### src/common/trap_macros.svh
`ifndef TRAP_MACROS_SVH
`define TRAP_MACROS_SVH

// Data path width
`define XLEN 64

// ----------------------------------------------------------
// Machine-mode CSR addresses
// ----------------------------------------------------------
`define CSR_MSTATUS 12'h300
`define CSR_MIE     12'h304
`define CSR_MTVEC   12'h305
`define CSR_MEPC    12'h341
`define CSR_MCAUSE  12'h342
`define CSR_MIP     12'h344

// mcause codes, interrupt flag in the top bit
`define CAUSE_ECALL_M   {{(`XLEN-4){1'b0}}, 4'd11}
`define CAUSE_TIMER_IRQ {1'b1, {(`XLEN-4){1'b0}}, 3'd7}

`define MSTATUS_MIE_BIT  3
`define MSTATUS_MPIE_BIT 7
`define MTIE_BIT         7  // Same position in mie and mip

`define MTVEC_RESET {{(`XLEN-32){1'b0}}, 32'h8000_0100}

`endif

### src/common/trap_pkg.sv
`default_nettype none
`include "trap_macros.svh"

package trap_pkg;

	// One instruction leaving write-back
	typedef struct packed {
		logic             valid;
		logic [31:0]      instr;
		logic [`XLEN-1:0] pc;
		logic [`XLEN-1:0] rs1_data;  // Already forwarded
	} retire_t;

	typedef enum logic [1:0] {
		SYS_NONE,
		SYS_CSR,
		SYS_ECALL,
		SYS_MRET
	} sys_class_e;

	typedef struct packed {
		logic             wr_en;
		logic [11:0]      addr;
		logic [`XLEN-1:0] wdata;
	} csr_req_t;

	// Trap entry or return for this cycle
	typedef struct packed {
		logic             enter;
		logic             ret;
		logic [`XLEN-1:0] cause;
		logic [`XLEN-1:0] epc;
	} trap_evt_t;

	typedef struct packed {
		logic             mstatus_mie;
		logic             mie_mtie;
		logic [`XLEN-1:0] mtvec;
		logic [`XLEN-1:0] mepc;
	} csr_view_t;

	typedef struct packed {
		logic             valid;
		logic [4:0]       rd;
		logic [`XLEN-1:0] data;
	} wb_t;

	typedef struct packed {
		logic             valid;
		logic [`XLEN-1:0] pc;
	} redirect_t;

endpackage

`default_nettype wire

### src/csr/csr_file.sv
`default_nettype none
`include "trap_macros.svh"

module csr_file (
	input  wire                     clk,
	input  wire                     sft_rst,
	input  wire [11:0]              i_csr_addr,
	input  wire trap_pkg::csr_req_t  i_csr_req,
	input  wire trap_pkg::trap_evt_t i_trap,
	input  wire                     i_clint_timer_irq,
	output logic [`XLEN-1:0]        o_csr_rdata,
	output trap_pkg::csr_view_t     o_view
);
	import trap_pkg::*;

	// Only the implemented fields are stored
	logic             mstatus_mie;
	logic             mstatus_mpie;
	logic             mie_mtie;
	logic [`XLEN-1:0] mtvec;
	logic [`XLEN-1:0] mepc;
	logic [`XLEN-1:0] mcause;

	// ----------------------------------------------------------
	// Read port
	// ----------------------------------------------------------
	always_comb begin
		o_csr_rdata = '0;  // Unimplemented CSRs read zero
		case (i_csr_addr)
			`CSR_MSTATUS: begin
				o_csr_rdata[`MSTATUS_MIE_BIT]  = mstatus_mie;
				o_csr_rdata[`MSTATUS_MPIE_BIT] = mstatus_mpie;
			end
			`CSR_MIE: o_csr_rdata[`MTIE_BIT] = mie_mtie;
			`CSR_MIP: o_csr_rdata[`MTIE_BIT] = i_clint_timer_irq;  // Live MTIP
			`CSR_MTVEC:  o_csr_rdata = mtvec;
			`CSR_MEPC:   o_csr_rdata = mepc;
			`CSR_MCAUSE: o_csr_rdata = mcause;
			default: ;
		endcase
	end

	// ----------------------------------------------------------
	// Updates, trap actions ahead of instruction writes
	// ----------------------------------------------------------
	always_ff @(posedge clk) begin
		if (sft_rst) begin
			mstatus_mie  <= 1'b0;
			mstatus_mpie <= 1'b0;
			mie_mtie     <= 1'b0;
			mtvec        <= `MTVEC_RESET;
			mepc         <= '0;
			mcause       <= '0;
		end else if (i_trap.enter) begin
			mstatus_mpie <= mstatus_mie;
			mstatus_mie  <= 1'b0;   // Interrupts off in the handler
			mepc         <= i_trap.epc;
			mcause       <= i_trap.cause;
		end else if (i_trap.ret) begin
			mstatus_mie  <= mstatus_mpie;
			mstatus_mpie <= 1'b1;
		end else if (i_csr_req.wr_en) begin
			case (i_csr_req.addr)
				`CSR_MSTATUS: begin
					mstatus_mie  <= i_csr_req.wdata[`MSTATUS_MIE_BIT];
					mstatus_mpie <= i_csr_req.wdata[`MSTATUS_MPIE_BIT];
				end
				`CSR_MIE:    mie_mtie <= i_csr_req.wdata[`MTIE_BIT];
				`CSR_MTVEC:  mtvec    <= i_csr_req.wdata;
				`CSR_MEPC:   mepc     <= i_csr_req.wdata;
				`CSR_MCAUSE: mcause   <= i_csr_req.wdata;
				default: ;  // mip and unknown addresses
			endcase
		end
	end

	// Fields the trap controller decides on
	assign o_view.mstatus_mie = mstatus_mie;
	assign o_view.mie_mtie    = mie_mtie;
	assign o_view.mtvec       = mtvec;
	assign o_view.mepc        = mepc;

endmodule

`default_nettype wire

### src/sys_decode.sv
`default_nettype none
`include "trap_macros.svh"

module sys_decode (
	input  wire                    clk,
	input  wire                    sft_rst,
	input  wire trap_pkg::retire_t  i_retire,
	input  wire                    i_irq_take,   // Interrupt cancels this retire
	input  wire [`XLEN-1:0]        i_csr_rdata,
	output logic [11:0]            o_csr_addr,
	output trap_pkg::sys_class_e   o_class,
	output trap_pkg::csr_req_t     o_csr_req,
	output trap_pkg::wb_t          o_wb
);
	import trap_pkg::*;

	localparam logic [6:0]  OPC_SYSTEM = 7'b1110011;
	localparam logic [31:0] INSTR_ECALL = 32'h0000_0073;
	localparam logic [31:0] INSTR_MRET  = 32'h3020_0073;

	logic [6:0]       opcode;
	logic [2:0]       funct3;
	logic [4:0]       rd;
	logic [4:0]       rs1_field;  // rs1 index or uimm
	logic [`XLEN-1:0] src;
	logic             is_csr;

	assign opcode     = i_retire.instr[6:0];
	assign funct3     = i_retire.instr[14:12];
	assign rd         = i_retire.instr[11:7];
	assign rs1_field  = i_retire.instr[19:15];
	assign o_csr_addr = i_retire.instr[31:20];

	// ----------------------------------------------------------
	// Classify the retiring instruction
	// ----------------------------------------------------------
	always_comb begin
		o_class = SYS_NONE;
		if (i_retire.valid && opcode == OPC_SYSTEM) begin
			if (funct3 != 3'b000) begin
				o_class = SYS_CSR;
			end else if (i_retire.instr == INSTR_ECALL) begin
				o_class = SYS_ECALL;
			end else if (i_retire.instr == INSTR_MRET) begin
				o_class = SYS_MRET;
			end
		end
	end

	assign is_csr = (o_class == SYS_CSR);

	// Immediate forms take the zero-extended uimm
	assign src = funct3[2] ? {{(`XLEN-5){1'b0}}, rs1_field} : i_retire.rs1_data;

	// Read-modify-write value
	always_comb begin
		o_csr_req.addr = o_csr_addr;
		case (funct3[1:0])
			2'b01:   o_csr_req.wdata = src;                // Write
			2'b10:   o_csr_req.wdata = i_csr_rdata | src;  // Set
			2'b11:   o_csr_req.wdata = i_csr_rdata & ~src; // Clear
			default: o_csr_req.wdata = i_csr_rdata;
		endcase
		// Set and clear with a zero source leave the CSR alone
		o_csr_req.wr_en = is_csr && !i_irq_take && funct3[1:0] != 2'b00 &&
			(funct3[1:0] == 2'b01 || rs1_field != 5'd0);
	end

	// ----------------------------------------------------------
	// Destination write-back, old CSR value
	// ----------------------------------------------------------
	always_ff @(posedge clk) begin
		o_wb.rd   <= rd;
		o_wb.data <= i_csr_rdata;
		if (sft_rst) begin
			o_wb.valid <= 1'b0;
		end else begin
			o_wb.valid <= is_csr && rd != 5'd0 && !i_irq_take;
		end
	end

endmodule

`default_nettype wire

### src/trap_ctrl.sv
`default_nettype none
`include "trap_macros.svh"

module trap_ctrl (
	input  wire                     clk,
	input  wire                     sft_rst,
	input  wire trap_pkg::retire_t   i_retire,
	input  wire trap_pkg::sys_class_e i_class,
	input  wire                     i_clint_timer_irq,
	input  wire trap_pkg::csr_view_t i_view,
	output logic                    o_irq_take,
	output trap_pkg::trap_evt_t     o_trap,
	output trap_pkg::redirect_t     o_redirect,
	output logic                    o_timer_irq_ready  // Pulse with the redirect
);
	import trap_pkg::*;

	logic ecall_take;
	logic mret_take;

	// ----------------------------------------------------------
	// Trap decision, interrupt first
	// ----------------------------------------------------------
	assign o_irq_take = i_retire.valid && i_clint_timer_irq &&
		i_view.mstatus_mie && i_view.mie_mtie;

	assign ecall_take = !o_irq_take && (i_class == SYS_ECALL);
	assign mret_take  = !o_irq_take && (i_class == SYS_MRET);

	always_comb begin
		o_trap.enter = o_irq_take || ecall_take;
		o_trap.ret   = mret_take;
		o_trap.cause = o_irq_take ? `CAUSE_TIMER_IRQ : `CAUSE_ECALL_M;
		o_trap.epc   = i_retire.pc;  // Interrupted instruction reruns
	end

	// ----------------------------------------------------------
	// Registered redirect and interrupt acknowledge
	// ----------------------------------------------------------
	always_ff @(posedge clk) begin
		if (mret_take) begin
			o_redirect.pc <= i_view.mepc;
		end else begin
			o_redirect.pc <= {i_view.mtvec[`XLEN-1:2], 2'b00};  // Direct mode only
		end
		if (sft_rst) begin
			o_redirect.valid  <= 1'b0;
			o_timer_irq_ready <= 1'b0;
		end else begin
			o_redirect.valid  <= o_trap.enter || o_trap.ret;
			o_timer_irq_ready <= o_irq_take;
		end
	end

endmodule

`default_nettype wire

### src/csr_trap_top.sv
`default_nettype none
`include "trap_macros.svh"

module csr_trap_top (
	input  wire                   clk,
	input  wire                   sft_rst,            // Synchronous, active high
	input  wire trap_pkg::retire_t i_retire,
	input  wire                   i_clint_timer_irq,  // Level from the CLINT
	output trap_pkg::wb_t         o_wb,
	output trap_pkg::redirect_t   o_redirect,
	output logic                  o_timer_irq_ready
);
	import trap_pkg::*;

	logic [11:0]      csr_addr;
	logic [`XLEN-1:0] csr_rdata;
	sys_class_e       sys_class;
	csr_req_t         csr_req;
	trap_evt_t        trap;
	csr_view_t        view;
	logic             irq_take;

	sys_decode u_sys_decode (
		.clk         (clk),
		.sft_rst     (sft_rst),
		.i_retire    (i_retire),
		.i_irq_take  (irq_take),
		.i_csr_rdata (csr_rdata),
		.o_csr_addr  (csr_addr),
		.o_class     (sys_class),
		.o_csr_req   (csr_req),
		.o_wb        (o_wb)
	);

	trap_ctrl u_trap_ctrl (
		.clk               (clk),
		.sft_rst           (sft_rst),
		.i_retire          (i_retire),
		.i_class           (sys_class),
		.i_clint_timer_irq (i_clint_timer_irq),
		.i_view            (view),
		.o_irq_take        (irq_take),
		.o_trap            (trap),
		.o_redirect        (o_redirect),
		.o_timer_irq_ready (o_timer_irq_ready)
	);

	csr_file u_csr_file (
		.clk               (clk),
		.sft_rst           (sft_rst),
		.i_csr_addr        (csr_addr),
		.i_csr_req         (csr_req),
		.i_trap            (trap),
		.i_clint_timer_irq (i_clint_timer_irq),
		.o_csr_rdata       (csr_rdata),
		.o_view            (view)
	);

endmodule

`default_nettype wire

### config.mk
export PLATFORM = sky130hd
export DESIGN_NAME = csr_trap_top
export DESIGN_NICKNAME = d
export VERILOG_FILES = /design/src/common/trap_pkg.sv /design/src/csr/csr_file.sv /design/src/sys_decode.sv /design/src/trap_ctrl.sv /design/src/csr_trap_top.sv
export VERILOG_INCLUDE_DIRS = /design/src /design/src/common
export SDC_FILE = /design/constraint.sdc
export NUM_CORES = 1
export LEC_CHECK = 0
export ABC_AREA = 1
export BUFFER_PORTS_ARGS = -buffer_cell sky130_fd_sc_hd__buf_4
export CAP_MARGIN = 30
export CORE_AREA = 10 10 232 234
export DETAILED_ROUTE_END_ITERATION = 16
export DIE_AREA = 0 0 242 244
export GPL_TIMING_DRIVEN = 0
export PLACE_DENSITY_LB_ADDON = 0.08
export REMOVE_ABC_BUFFERS = 1
export SLEW_MARGIN = 20
export SYNTH_ARGS = -nofsm -noshare
export SYNTH_HDL_FRONTEND = slang
export SYNTH_HIERARCHICAL = 1
export SYNTH_SLANG_ARGS = --single-unit
### constraint.sdc
create_clock -name clk -period 2.37 [get_ports clk]
set_input_delay 0 -clock clk [delete_from_list [all_inputs] [get_ports clk]]
set_output_delay 0 -clock clk [all_outputs]
set_load 0.02 [all_outputs]
# --- Yosys cells after proc, flatten, opt, wreduce, memory -nomap -nowiden ---
# Cells that the tools add are included.
# W data, S select, Z words.
op_classes:
  eq_ne: 16
  muxes: 28
  n_bitwise: 5
  reduce_logical: 33
op_table:
  columns: ["cell", "count"]
  rows:
  - ["$mux W64", 11]
  - ["$pmux W64 S3", 1]
  - ["$pmux W56 S3", 1]
  - ["$eq A12 B10 Y1 const B", 6]
  - ["$and A64 B64 Y64", 1]
  - ["$not A64 Y64", 1]
  - ["$or A64 B64 Y64", 1]
  - ["$eq A32 B30 Y1 const B", 1]
  - ["$eq A32 B7 Y1 const B", 1]
  - ["$pmux W3 S3", 2]
  - ["$reduce_bool A2 Y1", 6]
  - ["$logic_and A1 B1 Y1", 11]
  - ["$reduce_bool A5 Y1", 2]
  - ["$reduce_bool A3 Y1", 3]
  - ["$eq A2 B2 Y1 const B", 4]
  - ["$mux W2", 4]
  - ["$reduce_and A4 Y1", 2]
  - ["$eq A7 B7 Y1 const B", 1]
  - ["$mux W1", 7]
  - ["$pmux W1 S6", 1]
  - ["$reduce_and A3 Y1", 2]
  - ["$eq A2 B1 Y1 const B", 2]
  - ["$pmux W1 S4", 1]
  - ["$reduce_and A2 Y1", 2]
  - ["other kinds (5)", 8]
word_totals:
  reg_bits: 331
  in_bits: 164
  out_inout_bits: 136
  word_cells: 95

# --- Logic depth before layout (Yosys ltp) ---
logic_depth:
  word_depth: 12
  mapped_depth: 22
  mapped_depth_nobuf: 18

# --- Cells and area by module ---
# The synthesis kept the hierarchy.
modules_own_cells:
  columns: ["module", "n_inst", "cells_per_inst", "area_per_inst_um2", "seq_area_each_um2"]
  rows:
  - ["csr_file", 1, 1631, 10568.9, 3903.7]
  - ["trap_ctrl", 1, 420, 3276.9, 1321.3]
  - ["sys_decode", 1, 406, 3148.0, 1401.3]

# --- Worst setup path before layout ---
# OpenSTA, ideal clock, no wires.
synth_path:
  kind: "register to register"
  from: "register u_csr_file.mstatus_mie"
  to: "register u_csr_file.mcause[10]"
  setup_ps: 132
  arrival_ps: 1934
  required_time_ps: 2238
  path_slack_ps: 304
  stages_incl_launch_ff: 17
  cell_sequence: "dfxtp_1 > buf_4 > nand2_1 > inv_1 > nand2_1 > buf_2 > inv_1 > a21oi_1 > nand2_1 > nor2_1 > nand2_2 > nor3_2 > nand2_4 > buf_6 > buf_6 > nand3_1 > a21oi_1"
synth_rtl:
  columns: ["element", "line_no", "rtl"]
  rows:
  - ["start: declaration", "csr_file.sv:17", "logic mstatus_mie;"]
  - ["start signal: assignment", "csr_file.sv:60", "mstatus_mie <= mstatus_mpie;"]
  - ["start signal: assignment", "csr_file.sv:65", "mstatus_mie <= i_csr_req.wdata[`MSTATUS_MIE_BIT];"]
  - ["end signal: assignment", "csr_file.sv:58", "mcause <= i_trap.cause;"]
  - ["end signal: assignment", "csr_file.sv:71", "`CSR_MCAUSE: mcause <= i_csr_req.wdata;"]
  - ["end: declaration", "csr_file.sv:22", "logic [`XLEN-1:0] mcause;"]

==> impl_results.md <==
- Outcome: complete, no violations
- DP HPWL: 39500 um
- Wire length per cell: approximately 22 um
- Initial antenna violation count: 1
- Max frequency: between 0.4 and 0.5 GHz
- Crit-path leading delay family: simple AND/OR/NAND/NOR gates
- Maximum VDD drop: 417 uV
- CTS buffer count: 41
- Layout area overhead: 34.4%
- Avg Cell Area, Syn: 6.92 um2
- Buf/Inv on CP: 9
- Yosys reg bits: approximately 330
- Yosys warnings: 6
- Antenna Nets Post-Route: 0
- Most common cell in the netlist: nand2_1
- Skew-Pair Late Insertion Delay: between 0.5 and 0.6 ns
- R2R Path End: u_csr_file/mtvec[31]
- Mapped Area: 17000 um2
- Fraction of layout cells with a size suffix above 1: 0.190
- Synth cell types: 36
- Final Routed Wirelength: roughly 76000 um
- Setup TNS: 0 ns
- Register-to-register setup slack: 0.10 ns
- Setup violators final: 0
- RSZ-0062 raised after global routing: true
- Vias in the first global route: 17300
- Worst-path clk slew: 0.06 ns
- Post-route cell area: 22800 um2
- Worst Path Required: 2.83 ns
- Worst-margin pin slew: 0.780 ns
- Crit Path Max Fanout: 27
- Max-cap violations: 0
- Final Power: approximately 13000 uW
- Gr usage total: 0.242
- Critical Path Sink Type: register
- WL met3: 4430 um
- Met2 WL post-DR: 37300 um
- DR vias: about 18000
- Most common flop cell mapped by yosys: dfxtp_1
- Largest net degree at the start of global routing: 84
- DR pass1 iterations: 5
- Max Clock Skew: 0.00933 ns
- Critical Path Start: i_retire[141]
- CP Capture Point: u_csr_file/mtvec[1]
- Avg Vias per Cell: 5.09
- Width of the die: about 240 um
- Slew Limit Fails: 0
- Fin. Hold Viols: 0
- H-Tree Depth: 2
- Top cell type's share of synthesized area: 0.390
- Synth area leader: dfxtp_1
- Rows: just over 80
- GP Congestion: between 0.7 and 0.8
- # IOs: 300
- Async set or reset register ratio after synthesis: 0
- Synthesized netlist cell count: about 2500
- ANT cells: 0
- Static leakage: 0.0101 uW
- Crit path depth: 20
- Chip height: 244 um
- Final hold slack: 0.0281 ns
- Worst Reg-to-Reg Cells: 16
- Setup slack after placement: -2.26 ns
- Highest routed layer: met5
- Worst path cell trace: buf_4 -> inv_12 -> nand2_1 -> nor2_4 -> nand3_1 -> nor2_2 -> and2_1 -> nand2_4 -> inv_16 -> o21ai_4 -> inv_1 -> inv_2 -> nand2_4 -> nor3_4 -> buf_4 -> buf_12 -> buf_4 -> clkbuf_16 -> a21oi_1 -> nor2_1
- CTS tree: built
- Iter 0 DRT Violations: 1405
- Pwr Density: 577 nW/um2
- Worst setup path category: input pin to register
- CP Launch Type: input pin
- Part of the cycle the worst path needs: 0.967
- Worst setup margin: 0.0784 ns
- Register area share after synthesis: 0.390
- Initial Util: 0.344
- CP peak stage delay: 0.21 ns
- Minimum clock period after layout: 2.29 ns
- Rel. slew slack: 0.480
- First-pass GRT wire length: 110000 um
- Drt drc: 0
- Core ar.: 49500 um2
- Type of the worst min-delay path: input pin to register
- Total grt overflow: 0
- EDFF count, synth: 0
- M1 wire length: 32100 um
- Area after DPL: 19000 um2
- Data arrival, critical path: 2.75 ns
- Most frequent CP cell: buf_4
- Die area: 59000 um2
- Clock buffer depth: 3
- Port bufs: between 200 and 300
- Root buf cell: clkbuf_16
- Ranking of synthesized cells by area: dfxtp_1, nand2_1, nand3_1
- Commonest cells in the netlist: nand2_1, dfxtp_1, nand3_1, a21oi_1, buf_4
- RR Startpoint: u_csr_file/mstatus_mie
- Clock sinks: 331
- Crit-path slowest cell: and2_1
- Final net count: 2923
[state kept, by name, summed over array words and instances, names as in the netlist]
register / cells
u_csr_file/mtvec: 64
u_csr_file/mepc: 64
u_csr_file/mie_mtie: 1
u_sys_decode/o_wb: 70
u_csr_file/mstatus_mie: 1
u_trap_ctrl/o_timer_irq_ready: 1
u_trap_ctrl/o_redirect: 65
u_csr_file/mstatus_mpie: 1
u_csr_file/mcause: 64
[worst register-to-register path, delay by kind of cell, from the launching register on]
| kind | cells | cell delay (ns) |
|---|---|---|
| and+or+nand+nor | 9 | 0.91 |
| DFF | 1 | 0.36 |
| AOI/OAI and AO/OA | 1 | 0.12 |
| buffers and inverters | 6 | 0.78 |
[layout by cell type (no fill, tap or decap), drive strengths merged]
cell type	netlist	layout
nand2	951	968
buf	289	377
dfxtp	331	331
nand3	270	270
a21oi	196	196
dlygate4sd3	0	126
nor2	117	117
o21ai	70	70
o211ai	64	64
clkbuf	42	63
nand3b	61	61
conb	2	61
inv	46	48
clkinv	0	8
nor3	6	6
bufbuf	0	5
bufinv	0	4
mux2i	4	4
and2	2	2
nor3b	1	1
nor4	1	1
nand4	1	1
and3	1	1
o31ai	1	1
o21bai	1	1
clkinvlp	0	1
[layer usage]
metal / vias to the layer above / track usage
li1: 8399 / -
met1: 8412 / 0.301
met2: 665 / 0.425
met3: 129 / 0.0338
met4: 2 / 0.0773
met5: - / 0
[worst min path at each step]
stage               cells past startpoint          start  slack (ns)                     to
floorplan                               0  i_retire[135]        0.03  u_sys_decode/o_wb[64]
global placement                        1  i_retire[136]        0.12  u_sys_decode/o_wb[65]
detailed placement                      1  i_retire[136]        0.12  u_sys_decode/o_wb[65]
CTS                                     6  i_retire[148]      0.0008   u_sys_decode/o_wb[3]
global route                            6   i_retire[43]        0.05   u_csr_file/mtvec[43]
finish                                  8  i_retire[154]        0.03   u_sys_decode/o_wb[3]
[stage by stage]
step,utilization,instances
after floorplan,-,2185
after global placement,0.364,3156
after detailed placement,0.385,3199
after CTS,0.456,3442
after global routing,0.462,3460
final,0.462,3460
[power by group]
part / internal, uW / switching (uW) / total (uW)
sequential: 5570 / 1.34 / 5570
combinational: 444 / 516 / 960
clock: 4050 / 2600 / 6650
[cell families after synthesis]
| kind of cell | synth area share |
|---|---|
| AOI/OAI and AO/OA | 0.110 |
| muxes | 0.00236 |
| and+or+nand+nor | 0.351 |
| DFF | 0.390 |
| buffers and inverters | 0.146 |
| other | 0.000442 |
[layout make-up]
cell class,count,area (um2)
clock buffers,60,1240
clock inverters,12,164
fillers,5065,26600
inverters,46,255
multi-input cells,1825,8600
flip-flops and latches,331,6630
well taps,672,841
repair buffers,511,5070
repair inverters,3,28.8
[repair_timing]
item | in CTS | in global routing
gates cloned | 27 | 4
pin swaps | 12 | 13
hold buffers | 126 | 0
resized for setup | 46 | 25
buffers inserted | 19 | 15
setup endpoints to repair | 246 | 165
hold endpoints to repair | 162 | 0
No activity file was read; power rests on OpenSTA's default activity.
